<file path="config.mk">
export PLATFORM = sky130hd
export DESIGN_NAME = frame_tx_ctrl
export DESIGN_NICKNAME = d
export VERILOG_FILES = /design/src/udp_tx_pkg.sv /design/src/frame_tx_ctrl.sv
export SDC_FILE = /design/constraint.sdc
export NUM_CORES = 1
export LEC_CHECK = 0
export BUFFER_PORTS_ARGS = -buffer_cell sky130_fd_sc_hd__clkbuf_2
export CORE_UTILIZATION = 53
export CTS_BUF_LIST = sky130_fd_sc_hd__clkbuf_16
export DETAILED_ROUTE_END_ITERATION = 8
export PLACE_DENSITY = 0.82
export REMOVE_ABC_BUFFERS = 1
export SETUP_SLACK_MARGIN = 0.05
export SYNTH_ARGS = -nofsm -noshare
export SYNTH_HDL_FRONTEND = slang
export SYNTH_SLANG_ARGS = --single-unit
</file>
<file path="constraint.sdc">
create_clock -name clk_i -period 12.2 [get_ports clk_i]
set_clock_uncertainty 0.2 [all_clocks]
set_input_delay 0.61 -clock clk_i [delete_from_list [all_inputs] [get_ports clk_i]]
set_output_delay 0.61 -clock clk_i [all_outputs]
set_load 0.02 [all_outputs]
</file>
<file path="src/udp_tx_pkg.sv">
`default_nettype none

package udp_tx_pkg;

    // frame layout, in bytes
    localparam int PREAMBLE_BYTES = 7;
    localparam logic [7:0] PREAMBLE_BYTE = 8'h55;
    localparam logic [7:0] SFD_BYTE = 8'hD5;
    localparam int HEADER_BYTES = 42;
    localparam int FCS_BYTES = 4;
    localparam int GAP_BYTES = 12;

    // payload buffering
    localparam int FIFO_DEPTH = 2048;
    localparam int FIFO_AW = $clog2(FIFO_DEPTH);
    localparam int PAYLOAD_MIN = 18;
    localparam int PAYLOAD_MAX = 1024;
    localparam int LEN_WIDTH = $clog2(PAYLOAD_MAX + 1);
    localparam int LEN_QUEUE_DEPTH = 4;
    localparam int LQ_AW = $clog2(LEN_QUEUE_DEPTH);

    // fixed header fields
    localparam logic [7:0] IP_TTL = 8'd64;
    localparam logic [7:0] IP_PROTO_UDP = 8'd17;
    localparam logic [15:0] ETHERTYPE_IPV4 = 16'h0800;
    localparam logic [15:0] IP_FLAGS_DF = 16'h4000;

    // reflected form of 0x04C11DB7
    localparam logic [31:0] CRC32_POLY_REFL = 32'hEDB88320;

    typedef struct packed {
        logic [47:0] mac;
        logic [31:0] ip;
        logic [15:0] port;
    } endpoint_t;

    // first field goes out first, msb first
    typedef struct packed {
        logic [47:0] eth_dst;
        logic [47:0] eth_src;
        logic [15:0] ethertype;
        logic [7:0]  ip_ver_ihl;
        logic [7:0]  ip_tos;
        logic [15:0] ip_total_len;
        logic [15:0] ip_id;
        logic [15:0] ip_flags_frag;
        logic [7:0]  ip_ttl;
        logic [7:0]  ip_proto;
        logic [15:0] ip_checksum;
        logic [31:0] ip_src;
        logic [31:0] ip_dst;
        logic [15:0] udp_src_port;
        logic [15:0] udp_dst_port;
        logic [15:0] udp_length;
        logic [15:0] udp_checksum;
    } frame_hdr_t;

    typedef struct packed {
        logic [7:0]           tdata;
        logic                 tlast;
        logic [LEN_WIDTH-1:0] tuser;
    } axis_beat_t;

    typedef struct packed {
        logic       en;
        logic [7:0] d;
    } gmii_tx_t;

    typedef enum logic [2:0] {
        IDLE,
        PREAMBLE,
        SFD,
        HEADER,
        PAYLOAD,
        FCS,
        GAP
    } tx_state_e;

endpackage

`default_nettype wire

</file>
<file path="src/frame_tx_ctrl.sv">
`timescale 1ns/1ps
`default_nettype none

module frame_tx_ctrl (
    input  wire                               clk_i,
    input  wire                               rst_i,
    input  wire                               pkt_avail_i,
    input  wire [udp_tx_pkg::LEN_WIDTH-1:0]   pkt_len_i,
    output logic                              len_pop_o,
    output logic                              byte_pop_o,
    input  wire [7:0]                         byte_i,
    input  wire udp_tx_pkg::frame_hdr_t       hdr_i,
    output logic                              crc_clear_o,
    output logic                              crc_en_o,
    output logic [7:0]                        crc_data_o,
    input  wire [31:0]                        crc_i,
    output udp_tx_pkg::gmii_tx_t              gmii_o
);

    udp_tx_pkg::tx_state_e state_q;
    udp_tx_pkg::tx_state_e state_d;

    logic [udp_tx_pkg::LEN_WIDTH-1:0] cnt_q;
    logic [udp_tx_pkg::LEN_WIDTH-1:0] len_q;
    logic [udp_tx_pkg::LEN_WIDTH-1:0] state_bytes;
    logic                             state_done;

    logic [$bits(udp_tx_pkg::frame_hdr_t)-1:0] hdr_sr;
    logic [31:0] fcs_q;

    logic       tx_en;
    logic [7:0] tx_d;

    // bytes spent in each state
    always_comb begin
        case (state_q)
            udp_tx_pkg::PREAMBLE: state_bytes = udp_tx_pkg::LEN_WIDTH'(udp_tx_pkg::PREAMBLE_BYTES);
            udp_tx_pkg::HEADER:   state_bytes = udp_tx_pkg::LEN_WIDTH'(udp_tx_pkg::HEADER_BYTES);
            udp_tx_pkg::PAYLOAD:  state_bytes = len_q;
            udp_tx_pkg::FCS:      state_bytes = udp_tx_pkg::LEN_WIDTH'(udp_tx_pkg::FCS_BYTES);
            udp_tx_pkg::GAP:      state_bytes = udp_tx_pkg::LEN_WIDTH'(udp_tx_pkg::GAP_BYTES);
            default:              state_bytes = udp_tx_pkg::LEN_WIDTH'(1);
        endcase
        state_done = (cnt_q == state_bytes - 1'b1);
    end

    always_comb begin
        state_d = state_q;
        case (state_q)
            udp_tx_pkg::IDLE: begin
                if (pkt_avail_i) begin
                    state_d = udp_tx_pkg::PREAMBLE;
                end
            end
            udp_tx_pkg::PREAMBLE: begin
                if (state_done) begin
                    state_d = udp_tx_pkg::SFD;
                end
            end
            udp_tx_pkg::SFD: begin
                state_d = udp_tx_pkg::HEADER;
            end
            udp_tx_pkg::HEADER: begin
                if (state_done) begin
                    state_d = udp_tx_pkg::PAYLOAD;
                end
            end
            udp_tx_pkg::PAYLOAD: begin
                if (state_done) begin
                    state_d = udp_tx_pkg::FCS;
                end
            end
            udp_tx_pkg::FCS: begin
                if (state_done) begin
                    state_d = udp_tx_pkg::GAP;
                end
            end
            udp_tx_pkg::GAP: begin
                if (state_done) begin
                    state_d = udp_tx_pkg::IDLE;
                end
            end
            default: state_d = udp_tx_pkg::IDLE;
        endcase
    end

    always_comb begin
        tx_en    = 1'b0;
        tx_d     = 8'h00;
        crc_en_o = 1'b0;
        case (state_q)
            udp_tx_pkg::PREAMBLE: begin
                tx_en = 1'b1;
                tx_d  = udp_tx_pkg::PREAMBLE_BYTE;
            end
            udp_tx_pkg::SFD: begin
                tx_en = 1'b1;
                tx_d  = udp_tx_pkg::SFD_BYTE;
            end
            udp_tx_pkg::HEADER: begin
                tx_en    = 1'b1;
                tx_d     = hdr_sr[$bits(hdr_sr)-1 -: 8];
                crc_en_o = 1'b1;
            end
            udp_tx_pkg::PAYLOAD: begin
                tx_en    = 1'b1;
                tx_d     = byte_i;
                crc_en_o = 1'b1;
            end
            udp_tx_pkg::FCS: begin
                tx_en = 1'b1;
                // crc settles on the first fcs cycle
                tx_d  = (cnt_q == '0) ? crc_i[7:0] : fcs_q[7:0];
            end
            default: begin
                tx_en = 1'b0;
            end
        endcase
    end

    assign crc_clear_o = (state_q == udp_tx_pkg::IDLE);
    assign crc_data_o  = tx_d;

    // fifo read is one cycle late, so fetch each byte a cycle early
    assign byte_pop_o = (state_q == udp_tx_pkg::HEADER && state_done) ||
                        (state_q == udp_tx_pkg::PAYLOAD && !state_done);
    assign len_pop_o  = (state_q == udp_tx_pkg::PAYLOAD) && state_done;

    always_ff @(posedge clk_i) begin
        if (rst_i) begin
            state_q <= udp_tx_pkg::IDLE;
            cnt_q   <= '0;
            gmii_o  <= '0;
        end else begin
            state_q   <= state_d;
            cnt_q     <= (state_d != state_q) ? '0 : cnt_q + 1'b1;
            gmii_o.en <= tx_en;
            gmii_o.d  <= tx_d;
        end
    end

    always_ff @(posedge clk_i) begin
        if (state_q == udp_tx_pkg::IDLE) begin
            hdr_sr <= hdr_i;
            len_q  <= pkt_len_i;
        end
        if (state_q == udp_tx_pkg::HEADER) begin
            hdr_sr <= hdr_sr << 8;
        end
        if (state_q == udp_tx_pkg::FCS) begin
            fcs_q <= ((cnt_q == '0) ? crc_i : fcs_q) >> 8;
        end
    end

endmodule

`default_nettype wire

</file>
### Word level (Yosys, flattened, before mapping)

Index checks and enable logic that the tools add are counted.

| operators by class | value |
|---|---|
| $add $sub $neg | 2 |
| reduce and logical (&&, ||, !) cells | 11 |
| mux-type cells | 15 |
| equal/unequal tests | 8 |

Operators by type and width:

| operator | number |
|---|---|
| two-way mux 336 bit | 2 |
| case mux 11 bit (5 select lines) | 1 |
| case mux 8 bit (5 select lines) | 1 |
| two-way mux 24 bit | 1 |
| case mux 3 bit (7 select lines) | 1 |
| two-way mux 3 bit | 6 |
| adder 11 x 1 -> 11 bit (second input constant) | 1 |
| equality test 11 bit | 1 |
| logical NOT 11 bit | 1 |
| subtractor 11 x 1 -> 11 bit (second input constant) | 1 |
| equality test 3 bit (second input constant) | 3 |
| two-way mux 8 bit | 1 |
| equality test 3 x 2 -> 1 bit (second input constant) | 2 |
| OR reduction 5 bit | 1 |
| OR reduction 2 bit | 2 |
| equality test 3 x 1 -> 1 bit (second input constant) | 1 |
| logical AND 1 bit | 3 |
| logical NOT 3 bit | 1 |
| != test 3 bit | 1 |
| two-way mux 1 bit | 2 |
| nonzero test 2 bit | 1 |
| logical NOT 1 bit | 1 |
| logical OR 1 bit | 1 |

| word-level totals | value |
|---|---|
| output and inout port bits | 21 |
| register bits after elaboration | 394 |
| input port bits | 390 |
| word-level logic and storage cells | 45 |

### Depth between registers and ports, before layout

Gate-level depths: netlist of run 1.

| logic depth | value |
|---|---|
| word-level depth | 8 |
| depth in mapped cells | 14 |
| depth with buffers taken out | 11 |

### Worst setup path after synthesis of run 1

OpenSTA, ideal clock, no wires.

| path | value |
|---|---|
| path type | reg-to-reg |
| from | register state_q[0] |
| to | register hdr_sr[100] in the netlist's numbering, enable pin |
| path slack | 3.550 ns |
| period minus slack after synthesis | 8.650 ns |
| stages on the path, launching flop included | 7 |
| required time | 11.324 ns |
| arrival | 7.774 ns |
| library setup time | 0.676 ns |
| buffers on the path | 3 |
| path through | dfxtp_1 > buf_6 > clkbuf_1 > nor3_1 > clkbuf_1 > nor2_1 > inv_1 |

| on the way | value |
|---|---|
| longest elaborated chain between the ends | 2 |
| elaborated cells on any way between the ends | 3 |
| those cells by class | eq/ne: 1; reduce/logical: 2 |

RTL lines:

| element | line | text |
|---|---|---|
| from (decl) | frame_tx_ctrl.sv:20 | `udp_tx_pkg::tx_state_e state_q;` |
| from (signal assigned) | frame_tx_ctrl.sv:131 | `state_q <= udp_tx_pkg::IDLE;` |
| from (signal assigned) | frame_tx_ctrl.sv:135 | `state_q <= state_d;` |
| equality test 3 x 2 -> 1 bit or logical NOT 3 bit (tied branches) | frame_tx_ctrl.sv:147, frame_tx_ctrl.sv:143 |  |
| nonzero test 2 bit (no line) (*) | - |  |
| to (signal assigned) | frame_tx_ctrl.sv:144 | `hdr_sr <= hdr_i;` |
| to (signal assigned) | frame_tx_ctrl.sv:148 | `hdr_sr <= hdr_sr << 8;` |
| to (decl) | frame_tx_ctrl.sv:28 | `logic [$bits(udp_tx_pkg::frame_hdr_t)-1:0] hdr_sr;` |

Every way passes the cells marked *; elsewhere a longest branch is shown, timed or not.
A chain may end at the register's enable or synchronous reset.

### Worst setup path in the final report of run 1

| path | value |
|---|---|
| from | register state_q[0] |
| to | output byte_pop_o |

| on the way | value |
|---|---|
| longest elaborated chain between the ends | 7 |
| elaborated cells on any way between the ends | 12 |
| those cells by class | add/sub: 1; eq/ne: 6; mux: 1; reduce/logical: 4 |

RTL lines:

| element | line | text |
|---|---|---|
| equality test 3 bit (tied with other cells) | frame_tx_ctrl.sv:36 | `case (state_q)` |
| case mux 11 bit (5 select lines) | frame_tx_ctrl.sv:36 |  |
| subtractor 11 x 1 -> 11 bit | frame_tx_ctrl.sv:44 | `state_done = (cnt_q == state_bytes - 1'b1);` |
| equality test 11 bit | frame_tx_ctrl.sv:44 |  |
| logical NOT 1 bit | frame_tx_ctrl.sv:126 | `(state_q == udp_tx_pkg::PAYLOAD && !state_done);` |
| logical AND 1 bit | frame_tx_ctrl.sv:126 |  |
| logical OR 1 bit (*) | frame_tx_ctrl.sv:125 | `assign byte_pop_o = (state_q == udp_tx_pkg::HEADER && state_done) \|\|` |
| to (decl) | frame_tx_ctrl.sv:10 | `output logic byte_pop_o,` |

Marks and branches as above.

==> impl_metrics.toml, run 1 <==
[run_status]
status = "finished clean"

[cts]
clk_latency_ns = 0.52
cts_tree = "built"
h-tree-depth = 2
cts_inserted_buffers = 41
post_cts_buffers = 0
cts_root_buffer = "clkbuf_16"
cts_hold_buf = 0
cts_buffer_depth = 3
clk_pin_slew_ns = 0.06
postCtsResizedCells = 0
clock-sinks = 394

[yosys]
synthMuxAreaShare_pct = 1.719
syn_inst = 1048
yosys-top-cells-area = "edfxtp_1 (67%), a22o_1 (18%), dfxtp_1 (3.8%)"
synth_edf_count = 363
synth_top_area_cell = "edfxtp_1"
synth-simple-area-share_pct = 3.101
yosysWarnings = 0
synth_xor_area_share_pct = 1.138
synth.most_common_cell = "edfxtp_1"
synth_top_area_share_pct = 66.54
syn_avg_cell_area_um2 = 15.63
synth-compound-area-share_pct = 20.74
synthAdderAreaFrac_pct = 0.2291
ys_seq_area_share_pct = 70.33
synth_common_cells = "edfxtp_1 (363), a22o_1 (336), clkbuf_1 (83), dfxtp_1 (31), nor2_1 (22)"
synthArstFlopShare_pct = 0
ys_seq_elements = 394
ys_types = 55
synth_area_um2 = 16380
synth_top_family_by_area = "compound AO/OA/AOI/OAI gates"
synthFlopType = "edfxtp_1"

[critical_path]
slowest_stage = "dfxtp_1"
required_ns = 11.39
max_stage_delay_ns = 0.67
timing.rr.start = "state_q[0]"
worstSetupPathType = "reg2out"
crit_path_end_kind = "primary output"
cp_max_fo = 19
r2r_end = "hdr_sr[199]"
cp-start-kind = "flop"
rrSetupSlack_ns = 7.73
crit_chain = "a21boi_0, a31oi_1, nor2_1, ha_1, inv_1, a211o_1, xor3_1, nor3_2, nand4_2, or3_1, a21o_1, clkbuf_2"
worstPathArrival_ns = 4.03
worst_r2r_path_depth = 5

[timing]
fmax_ghz = 0.2067
fin_hold_ws_ns = 0.07896
final_hold_viol_count = 0
max_slew_margin_pct = 9.731
maxSlewViolCount = 0
finalCriticalPeriod_ns = 4.839
fin_crit_sh_pct = 39.66
setup_viol = 0
worst_pin_slew_ns = 1.354
rsz0062_at_grt = "false"

[finish]
postLayoutCellArea_um2 = 19900
num-nets-final = 1812
area_growth_pct = 21.51
drive_above_1_share_pct = 34.46
finalCoreUtilization_pct = 65.24

[power_and_ir_drop]
peakVddDrop_mv = 0.5568
leakagePower_nw = 8.046
pwr_density_cell_nw_per_um2 = 268.5
p_total_mw = 5.344

[placed_design]
portBuffers = 410
place_area_um2 = 18670
hpwl_um = 26980
gp_congestion = 0.8979

[detailed_routing]
vias = 11126
wl_per_cell_um = 21.93
dr.pass1.iters = 6
routed_via_density = 6.021
drtIter0Drc = 1051
drtAntennaViolNets = 0
drt_drc_violations_left = 0
drt_wl_total_um = 40520

[hold_path]
hold_class = "in2reg"
whs_path_depth = 1
worstHoldEndpoint = "len_q[10]"
hp-start = "pkt_len_i[10]"

[floorplan]
io_pins = 411
start_util_pct = 53.69
die-area_um2 = 31610
die_y_um = 177.8
core-area_um2 = 30510
dieWidth_um = 177.8
row_count = 64

[global_route]
grt_pass1_wl_um = 59410
grt_overflow_total = 0
antenna_found_initial = 5
grt_max_degree = 220
first_global_vias = 10784
grt_usage_pct = 24.89

[job]
cap_violations = 0
-- report_power, final --
part | switching, mW | total, mW | internal (mW)
Combinational | 0.939 | 1.52 | 0.577
Clock | 0.499 | 1.14 | 0.645
Sequential | 0.235 | 2.68 | 2.45
Total | 1.67 | 5.34 | 3.67
-- layout by cell type, fill, tap and decap left out, types with 9 or more instances in the layout --
cell type	n
a211oi_1	11
a21oi_1	15
a22o_1	336
clkbuf_16	42
clkbuf_2	410
clkinv_1	11
clkinv_2	10
dfxtp_1	31
edfxtp_1	363
inv_1	27
mux2_2	17
mux2i_1	9
nand2_1	13
nor2_1	22
o21ai_0	17
xnor2_1	11
-- sequential cells by signal, indices dropped and copies added, names as in the netlist --
name     count
hdr_sr     336
fcs_q       24
cnt_q       11
len_q       11
gmii_o       9
state_q      3
-- area by class of cell --
type                            count  area [um2]
Fill cell                        2179       10610
Clock buffer                       42        1051
Tap cell                          396       495.5
Multi-Input combinational cell    543        4424
Sequential cell                   394       11520
Clock inverter                     33       178.9
Timing Repair Buffer              420        2152
Inverter                           19       78.83
Antenna cell                        1       2.502
-- kinds of logic (layout without fill, tap and decap cells) --
family,Yosys count,in the layout
AND/OR/NAND/NOR,91,91
flip-flops,394,394
XOR/XNOR,18,18
multiplexers,26,26
buffers and inverters,111,514
AO/OA/AOI/OAI,405,405
other,0,1
adder cells (fa/ha/maj),3,3
-- metrics by stage --
stage | setup slack, ns | std cells | setup TNS, ns
after floorplan | -18.61 | 956 | -9101.82
after global placement | 7.962 | 1772 | 0
after detailed placement | 7.927 | 1772 | 0
after CTS | 7.403 | 1847 | 0
after global routing | 7.054 | 1848 | 0
final | 7.361 | 1848 | 0
-- critical path: cells and delay by family (launching register included) --
family | cells | cell delay [ns]
flops | 1 | 0.67
buf+inv | 2 | 0.20
compound gates | 4 | 1.07
simple gates | 4 | 0.98
fa+ha+maj | 1 | 0.20
xor+xnor | 1 | 0.39
-- worst max-delay path by stage --
stage | from | slack (ns) | cells after the start | end
2_1_floorplan | state_q[1] | -18.61 | 3 | hdr_sr[100]
3_3_place_gp | state_q[0] | 7.96 | 12 | byte_pop_o
3_5_place_dp | state_q[0] | 7.93 | 5 | hdr_sr[331]
4_1_cts | state_q[0] | 7.40 | 12 | byte_pop_o
5_1_grt | state_q[0] | 7.05 | 12 | byte_pop_o
6_report | state_q[0] | 7.36 | 12 | byte_pop_o
-- per-layer routing --
layer	wire, um	vias to the layer above	global-route usage (%)
met2	19620	554	40.80
met4	1095	8	8.013
met5	54	-	0
li1	-	5065	-
met1	15760	5419	32.14
met3	3986	80	6.769
No activity file was read; power rests on OpenSTA's default activity.
==> inputs of run 2 (changes only) <==
- ABC_AREA: unset -> 1
- PLACE_DENSITY: 0.82 -> 0.81
- clock period: 12.2 -> 4.8 ns (I/O delays scaled with it)
==> run 2 against run 1 <==
Compared with the run above: die area up 0.87%; sequential power rose to 2.6 times the previous value; total power rose to 2.7 times the previous value; non-clock buffer count rose by 393; worst hold slack gained 0.15 ns; critical path depth increased by 3; design area increased by 22%; utilization grew 14 points; sequential share of layout area decreased by 10 points; clock power rose to 2.9 times the previous value; count of clock-buffer cells in the layout rose by 1.
==> impl_metrics.toml, run 2 <==
[floorplan]
start_util_pct = 53.88
die-area_um2 = 31890
dieWidth_um = 178.6
die_y_um = 178.6
core-area_um2 = 30670
row_count = 64
io_pins = 411

[timing]
worst_pin_slew_ns = 0.8914
fin_hold_ws_ns = 0.2311
fmax_ghz = 0.2424
final_hold_viol_count = 0
fin_setup_tns_ns = 0
maxSlewViolCount = 0
rsz0062_at_grt = "false"
finalCriticalPeriod_ns = 4.126
setup_viol = 0
fin_crit_sh_pct = 85.95
max_slew_margin_pct = 40.49

[cts]
clk_latency_ns = 0.54
post_cts_buffers = 0
h-tree-depth = 2
cts_inserted_buffers = 41
clk_pin_slew_ns = 0.07
cts_root_buffer = "clkbuf_16"
clock-sinks = 394
cts_buffer_depth = 3
cts_tree = "built"
postCtsResizedCells = 0

[critical_path]
timing.rr.start = "cnt_q[0]"
crit_path_end_kind = "primary output"
cp-start-kind = "flop"
required_ns = 4.36
startpoint = "state_q[1]"
worstSetupPathType = "reg2out"
cp_max_fo = 14
worstPathArrival_ns = 3.69

[power_and_ir_drop]
pwr_density_cell_nw_per_um2 = 602.4
peakVddDrop_mv = 0.6653
p_total_mw = 14.61
leakagePower_nw = 10.22

[yosys]
synthFlopType = "edfxtp_1"
synthArstFlopShare_pct = 0
ys_seq_elements = 394
yosysWarnings = 0
synth.most_common_cell = "edfxtp_1"
synth_top_area_share_pct = 65.97
ys_seq_area_share_pct = 69.72
synth_edf_count = 363
syn_inst = 1176
synth_area_um2 = 16520
yosys-top-cells-area = "edfxtp_1 (66%), a22o_1 (17%), dfxtp_1 (3.8%)"
ys_types = 33
syn_avg_cell_area_um2 = 14.05
synth_common_cells = "edfxtp_1 (363), a22o_1 (323), nand2_1 (127), clkbuf_1 (68), inv_1 (58)"
synth_top_area_cell = "edfxtp_1"

[detailed_routing]
wl_per_cell_um = 22.46
drtAntennaViolNets = 0
drtIter0Drc = 1202
routed_via_density = 5.813
vias = 13823
drt_wl_total_um = 53400
drt_drc_violations_left = 0
dr.pass1.iters = 6

[finish]
drive_above_1_share_pct = 26.88
final_cell_mix = "clkbuf_2 (410), dlygate4sd3_1 (389), edfxtp_1 (363), a22o_1 (323), nand2_1 (127)"
nFillCells = 1575
final_common_cell = "clkbuf_2"
area_growth_pct = 46.75
num-nets-final = 2339
largest_reg_flops = 336
reg_top3 = "hdr_sr (336), fcs_q (24)"
regMostFlops = "hdr_sr"

[hold_path]
hp-start = "pkt_len_i[8]"
hold_class = "in2reg"

[job]
cap_violations = 0

[global_route]
grt_overflow_total = 0
gr-usage-met2_pct = 56.69
grt_usage_pct = 32.35
antenna_found_initial = 3
top_usage_layer = "met2"
grt_pass1_wl_um = 77390
first_global_vias = 13996
gr-usage-met1_pct = 39.12
gr-usage-met3_pct = 6.927
grt_max_degree = 147

[placed_design]
gp_congestion = 0.8833
hpwl_um = 26410
portBuffers = 410

[run_status]
status = "finished clean"
==> run 2: routing by layer <==
layer	wire length, um	vias up
li1	-	6099
met1	19600	6684
met2	26810	922
met3	5247	118
met4	1744	0
met5	0	-
==> run 2: worst paths after layout <==
kind / endpoint / slack (ns) / cells past startpoint
worst max register to register: gmii_o[2] / 0.78 / 13
worst max-delay path: byte_pop_o / 0.67 / 15
worst min-delay path: len_q[8] / 0.23 / 2
worst min register to register: cnt_q[0] / 0.27 / 1
==> run 2: cells by family (layout without fill, tap and decap cells) <==
group / Yosys count / in the layout / share of synthesized area, %
other cells: 0 / 3 / 0
flops: 394 / 394 / 69.72
xor+xnor: 12 / 12 / 0.6360
compound gates: 370 / 370 / 18.75
fa+ha+maj: 3 / 3 / 0.2272
simple gates: 250 / 250 / 7.125
buf+inv: 147 / 950 / 3.544
==> run 2: power breakdown <==
group	total, mW	internal [mW]	leakage [nW]	switching (mW)
logic	4.39	1.64	5.52	2.76
clock network	3.34	1.96	0.692	1.39
registers	6.87	6.19	4.01	0.686
total	14.6	9.78	10.2	4.83
==> run 2: final cells by class <==
| type | instances | area [um2] | share of cell area [%] |
|---|---|---|---|
| Antenna cell | 3 | 7.507 | 0.03096 |
| Timing Repair Buffer | 813 | 6151 | 25.37 |
| Sequential cell | 394 | 11520 | 47.51 |
| Multi-Input combinational cell | 635 | 4439 | 18.31 |
| Inverter | 61 | 236.5 | 0.9752 |
| Clock buffer | 43 | 1076 | 4.437 |
| Tap cell | 396 | 495.5 | 2.043 |
| Clock inverter | 33 | 322.8 | 1.331 |
==> run 2: per-stage QoR <==
stage,instances,instance area [um2],utilization (%),worst slack [ns]
after global routing,2376,24240,79.05,0.4648
after global placement,1910,18950,61.79,1.305
after floorplan,1090,16170,-,-13.09
final,2378,24250,79.07,0.6744
after CTS,2375,24240,79.04,0.7676
after detailed placement,1910,18950,61.79,1.179
==> run 2: critical path: stages (launching register included) <==
cell	delay, ns
dfxtp_1	0.42
nor2_2	0.52
nand2_2	0.22
inv_2	0.37
a21oi_4	0.13
ha_1	0.31
xor2_1	0.15
nand2_1	0.07
nor2_1	0.08
nand3_1	0.09
nor2_1	0.11
nand2_1	0.09
nor2_4	0.14
nand4_2	0.13
nand2_1	0.14
clkbuf_2	0.19
==> run 2: what timing repair did <==
item / 4_1_cts / 5_1_grt
hold buffers: 389 / 0
setup endpoints to repair: 0 / 0
endpoints found under the hold margin: 383 / 0
==> inputs of run 3 (changes only) <==
- CORE_UTILIZATION: 53 -> 58
- PLACE_DENSITY: 0.81 -> 0.86
- clock period: 4.8 -> 5.35 ns (I/O delays scaled with it)
==> run 3 against run 2 <==
Compared with the run above: design area fell by 0.72%; sequential power fell by 9.2%; global-route usage rose by 6.7 points; count of clock-buffer cells in the layout did not move; flip-flop and latch count did not move; die area fell by 8.5%; largest cell class unchanged.
==> impl_metrics.toml, run 3 (same netlist as run 2, synthesis figures left out) <==
[run_status]
status = "finished clean"

[global_route]
grt_pass1_wl_um = 84370
grt_usage_pct = 39.04
grt_max_degree = 137
first_global_vias = 14935
antenna_found_initial = 10
grt_overflow_total = 0

[finish]
final_cell_mix = "clkbuf_2 (410), dlygate4sd3_1 (392), edfxtp_1 (363), a22o_1 (323), nand2_1 (127)"
drive_above_1_share_pct = 26.38
reg_top3 = "hdr_sr (336), fcs_q (24)"
area_growth_pct = 45.69
num-nets-final = 2341
largest_reg_flops = 336
fin_cells = 2368
finalCoreUtilization_pct = 86.18
regMostFlops = "hdr_sr"
final_common_cell = "clkbuf_2"

[critical_path]
max_stage_delay_ns = 0.94
slowest_stage = "dfxtp_1"
cp_max_fo = 121
worstSetupPathType = "reg2reg"
required_ns = 5.56
path_delay_family = "buffers and inverters"
crit_chain = "inv_2, nand2_2, inv_8, buf_4, a22o_1, nor2_1, dlygate4sd3_1, nor2_1, dlygate4sd3_1"
crit_path_end_kind = "flop"
worstPathArrival_ns = 4.63
timing.critical_path.buf_inv = 5
cp-start-kind = "flop"

[cts]
cts_root_buffer = "clkbuf_16"
cts_buffer_depth = 3
clk_pin_slew_ns = 0.07
cts_tree = "built"
clk_latency_ns = 0.54
h-tree-depth = 2
cts_inserted_buffers = 41
postCtsResizedCells = 0
clock-sinks = 394

[timing]
max_slew_margin_pct = 34.22
maxSlewViolCount = 0
setup_viol = 0
fin_setup_tns_ns = 0
rsz0062_at_grt = "false"
layout_setup_ws_ns = 0.9272
fin_crit_sh_pct = 82.67
final_hold_viol_count = 0
finalCriticalPeriod_ns = 4.423
worst_pin_slew_ns = 0.9844
fmax_ghz = 0.2261

[detailed_routing]
drtAntennaViolNets = 0
routed_via_density = 6.150
dr.pass1.iters = 8
vias = 14564
drt_wl_total_um = 57840
drt_drc_violations_left = 0
wl_per_cell_um = 24.43
drtIter0Drc = 2047

[power_and_ir_drop]
pwr_density_cell_nw_per_um2 = 540.9
leakagePower_nw = 10.19
p_total_mw = 13.02
peakVddDrop_mv = 0.4691

[placed_design]
place_inst = 1891
portBuffers = 410
hpwl_um = 26000
gp_congestion = 0.8280
pre_cts_slack_ns = 1.730

[floorplan]
core-area_um2 = 27930
row_count = 61
io_pins = 411
dieWidth_um = 170.8
start_util_pct = 59.16
die-area_um2 = 29170
die_y_um = 170.8

[job]
cap_violations = 0

[hold_path]
hold_class = "in2reg"
[run 3: changes by cell type in the layout (fill, tap and decap cells not counted)]
cell	before	now
clkinvlp_4	4	0
clkinv_1	9	11
inv_1	62	67
dlygate4sd3_1	389	392
diode_2	3	11
clkinv_2	5	6
bufinv_16	6	1
buf_4	6	8
buf_12	8	5
clkinv_4	3	2
[run 3: through the flow]
step                hold WS, ns  cell area, um2
finish                  0.08620           24070
CTS                     0.01044           24050
floorplan                0.1366           16170
global route             0.1068           24070
global placement         0.2416           18880
detailed placement       0.2462           18880
[run 3: power breakdown]
part	total [mW]	leakage [nW]	internal, mW	switching [mW]
sequential	6.24	4.01	5.56	0.680
clock	2.75	0.651	1.50	1.25
combinational	4.03	5.53	1.45	2.58
total	13.0	10.2	8.51	4.51
[run 3: what timing repair did]
item                      4_1_cts  5_1_grt
hold endpoints to repair      382        0
hold buffers                  392        0
buffers inserted                0        0
[run 3: per-layer routing]
| metal | vias to the layer above | track usage (%) | wire length [um] |
|---|---|---|---|
| li1 | 6112 | - | - |
| met1 | 6932 | 45.33 | 19850 |
| met2 | 1265 | 67.31 | 28330 |
| met3 | 255 | 9.183 | 6522 |
| met4 | 0 | 20.60 | 3138 |
| met5 | - | 0 | 0 |
[run 3: layout make-up]
type | count | area (um2)
Antenna cell | 11 | 27.53
Inverter | 61 | 236.5
Tap cell | 378 | 473.0
Sequential cell | 394 | 11520
Timing Repair Buffer | 815 | 6136
Fill cell | 1091 | 3860
Multi-Input combinational cell | 635 | 4439
Clock buffer | 43 | 1076
Clock inverter | 31 | 165.2
[run 3: final timing paths]
check / depth (start not counted) / slack [ns] / to / startpoint
worst min-delay path: 7 / 0.09 / state_q[0] / pkt_avail_i
worst max-delay path: 9 / 0.93 / gmii_o[3] / state_q[2]
worst max register to register: 9 / 0.93 / gmii_o[3] / state_q[2]
worst min register to register: 1 / 0.26 / cnt_q[0] / cnt_q[0]
[run 3: worst register-to-register path, cell delays in order, from the launching register on]
cell and delay (ns):
dfxtp_1 0.94, inv_2 0.19, nand2_2 0.48, inv_8 0.37
buf_4 0.45, a22o_1 0.29, nor2_1 0.16, dlygate4sd3_1 0.59
nor2_1 0.06, dlygate4sd3_1 0.58
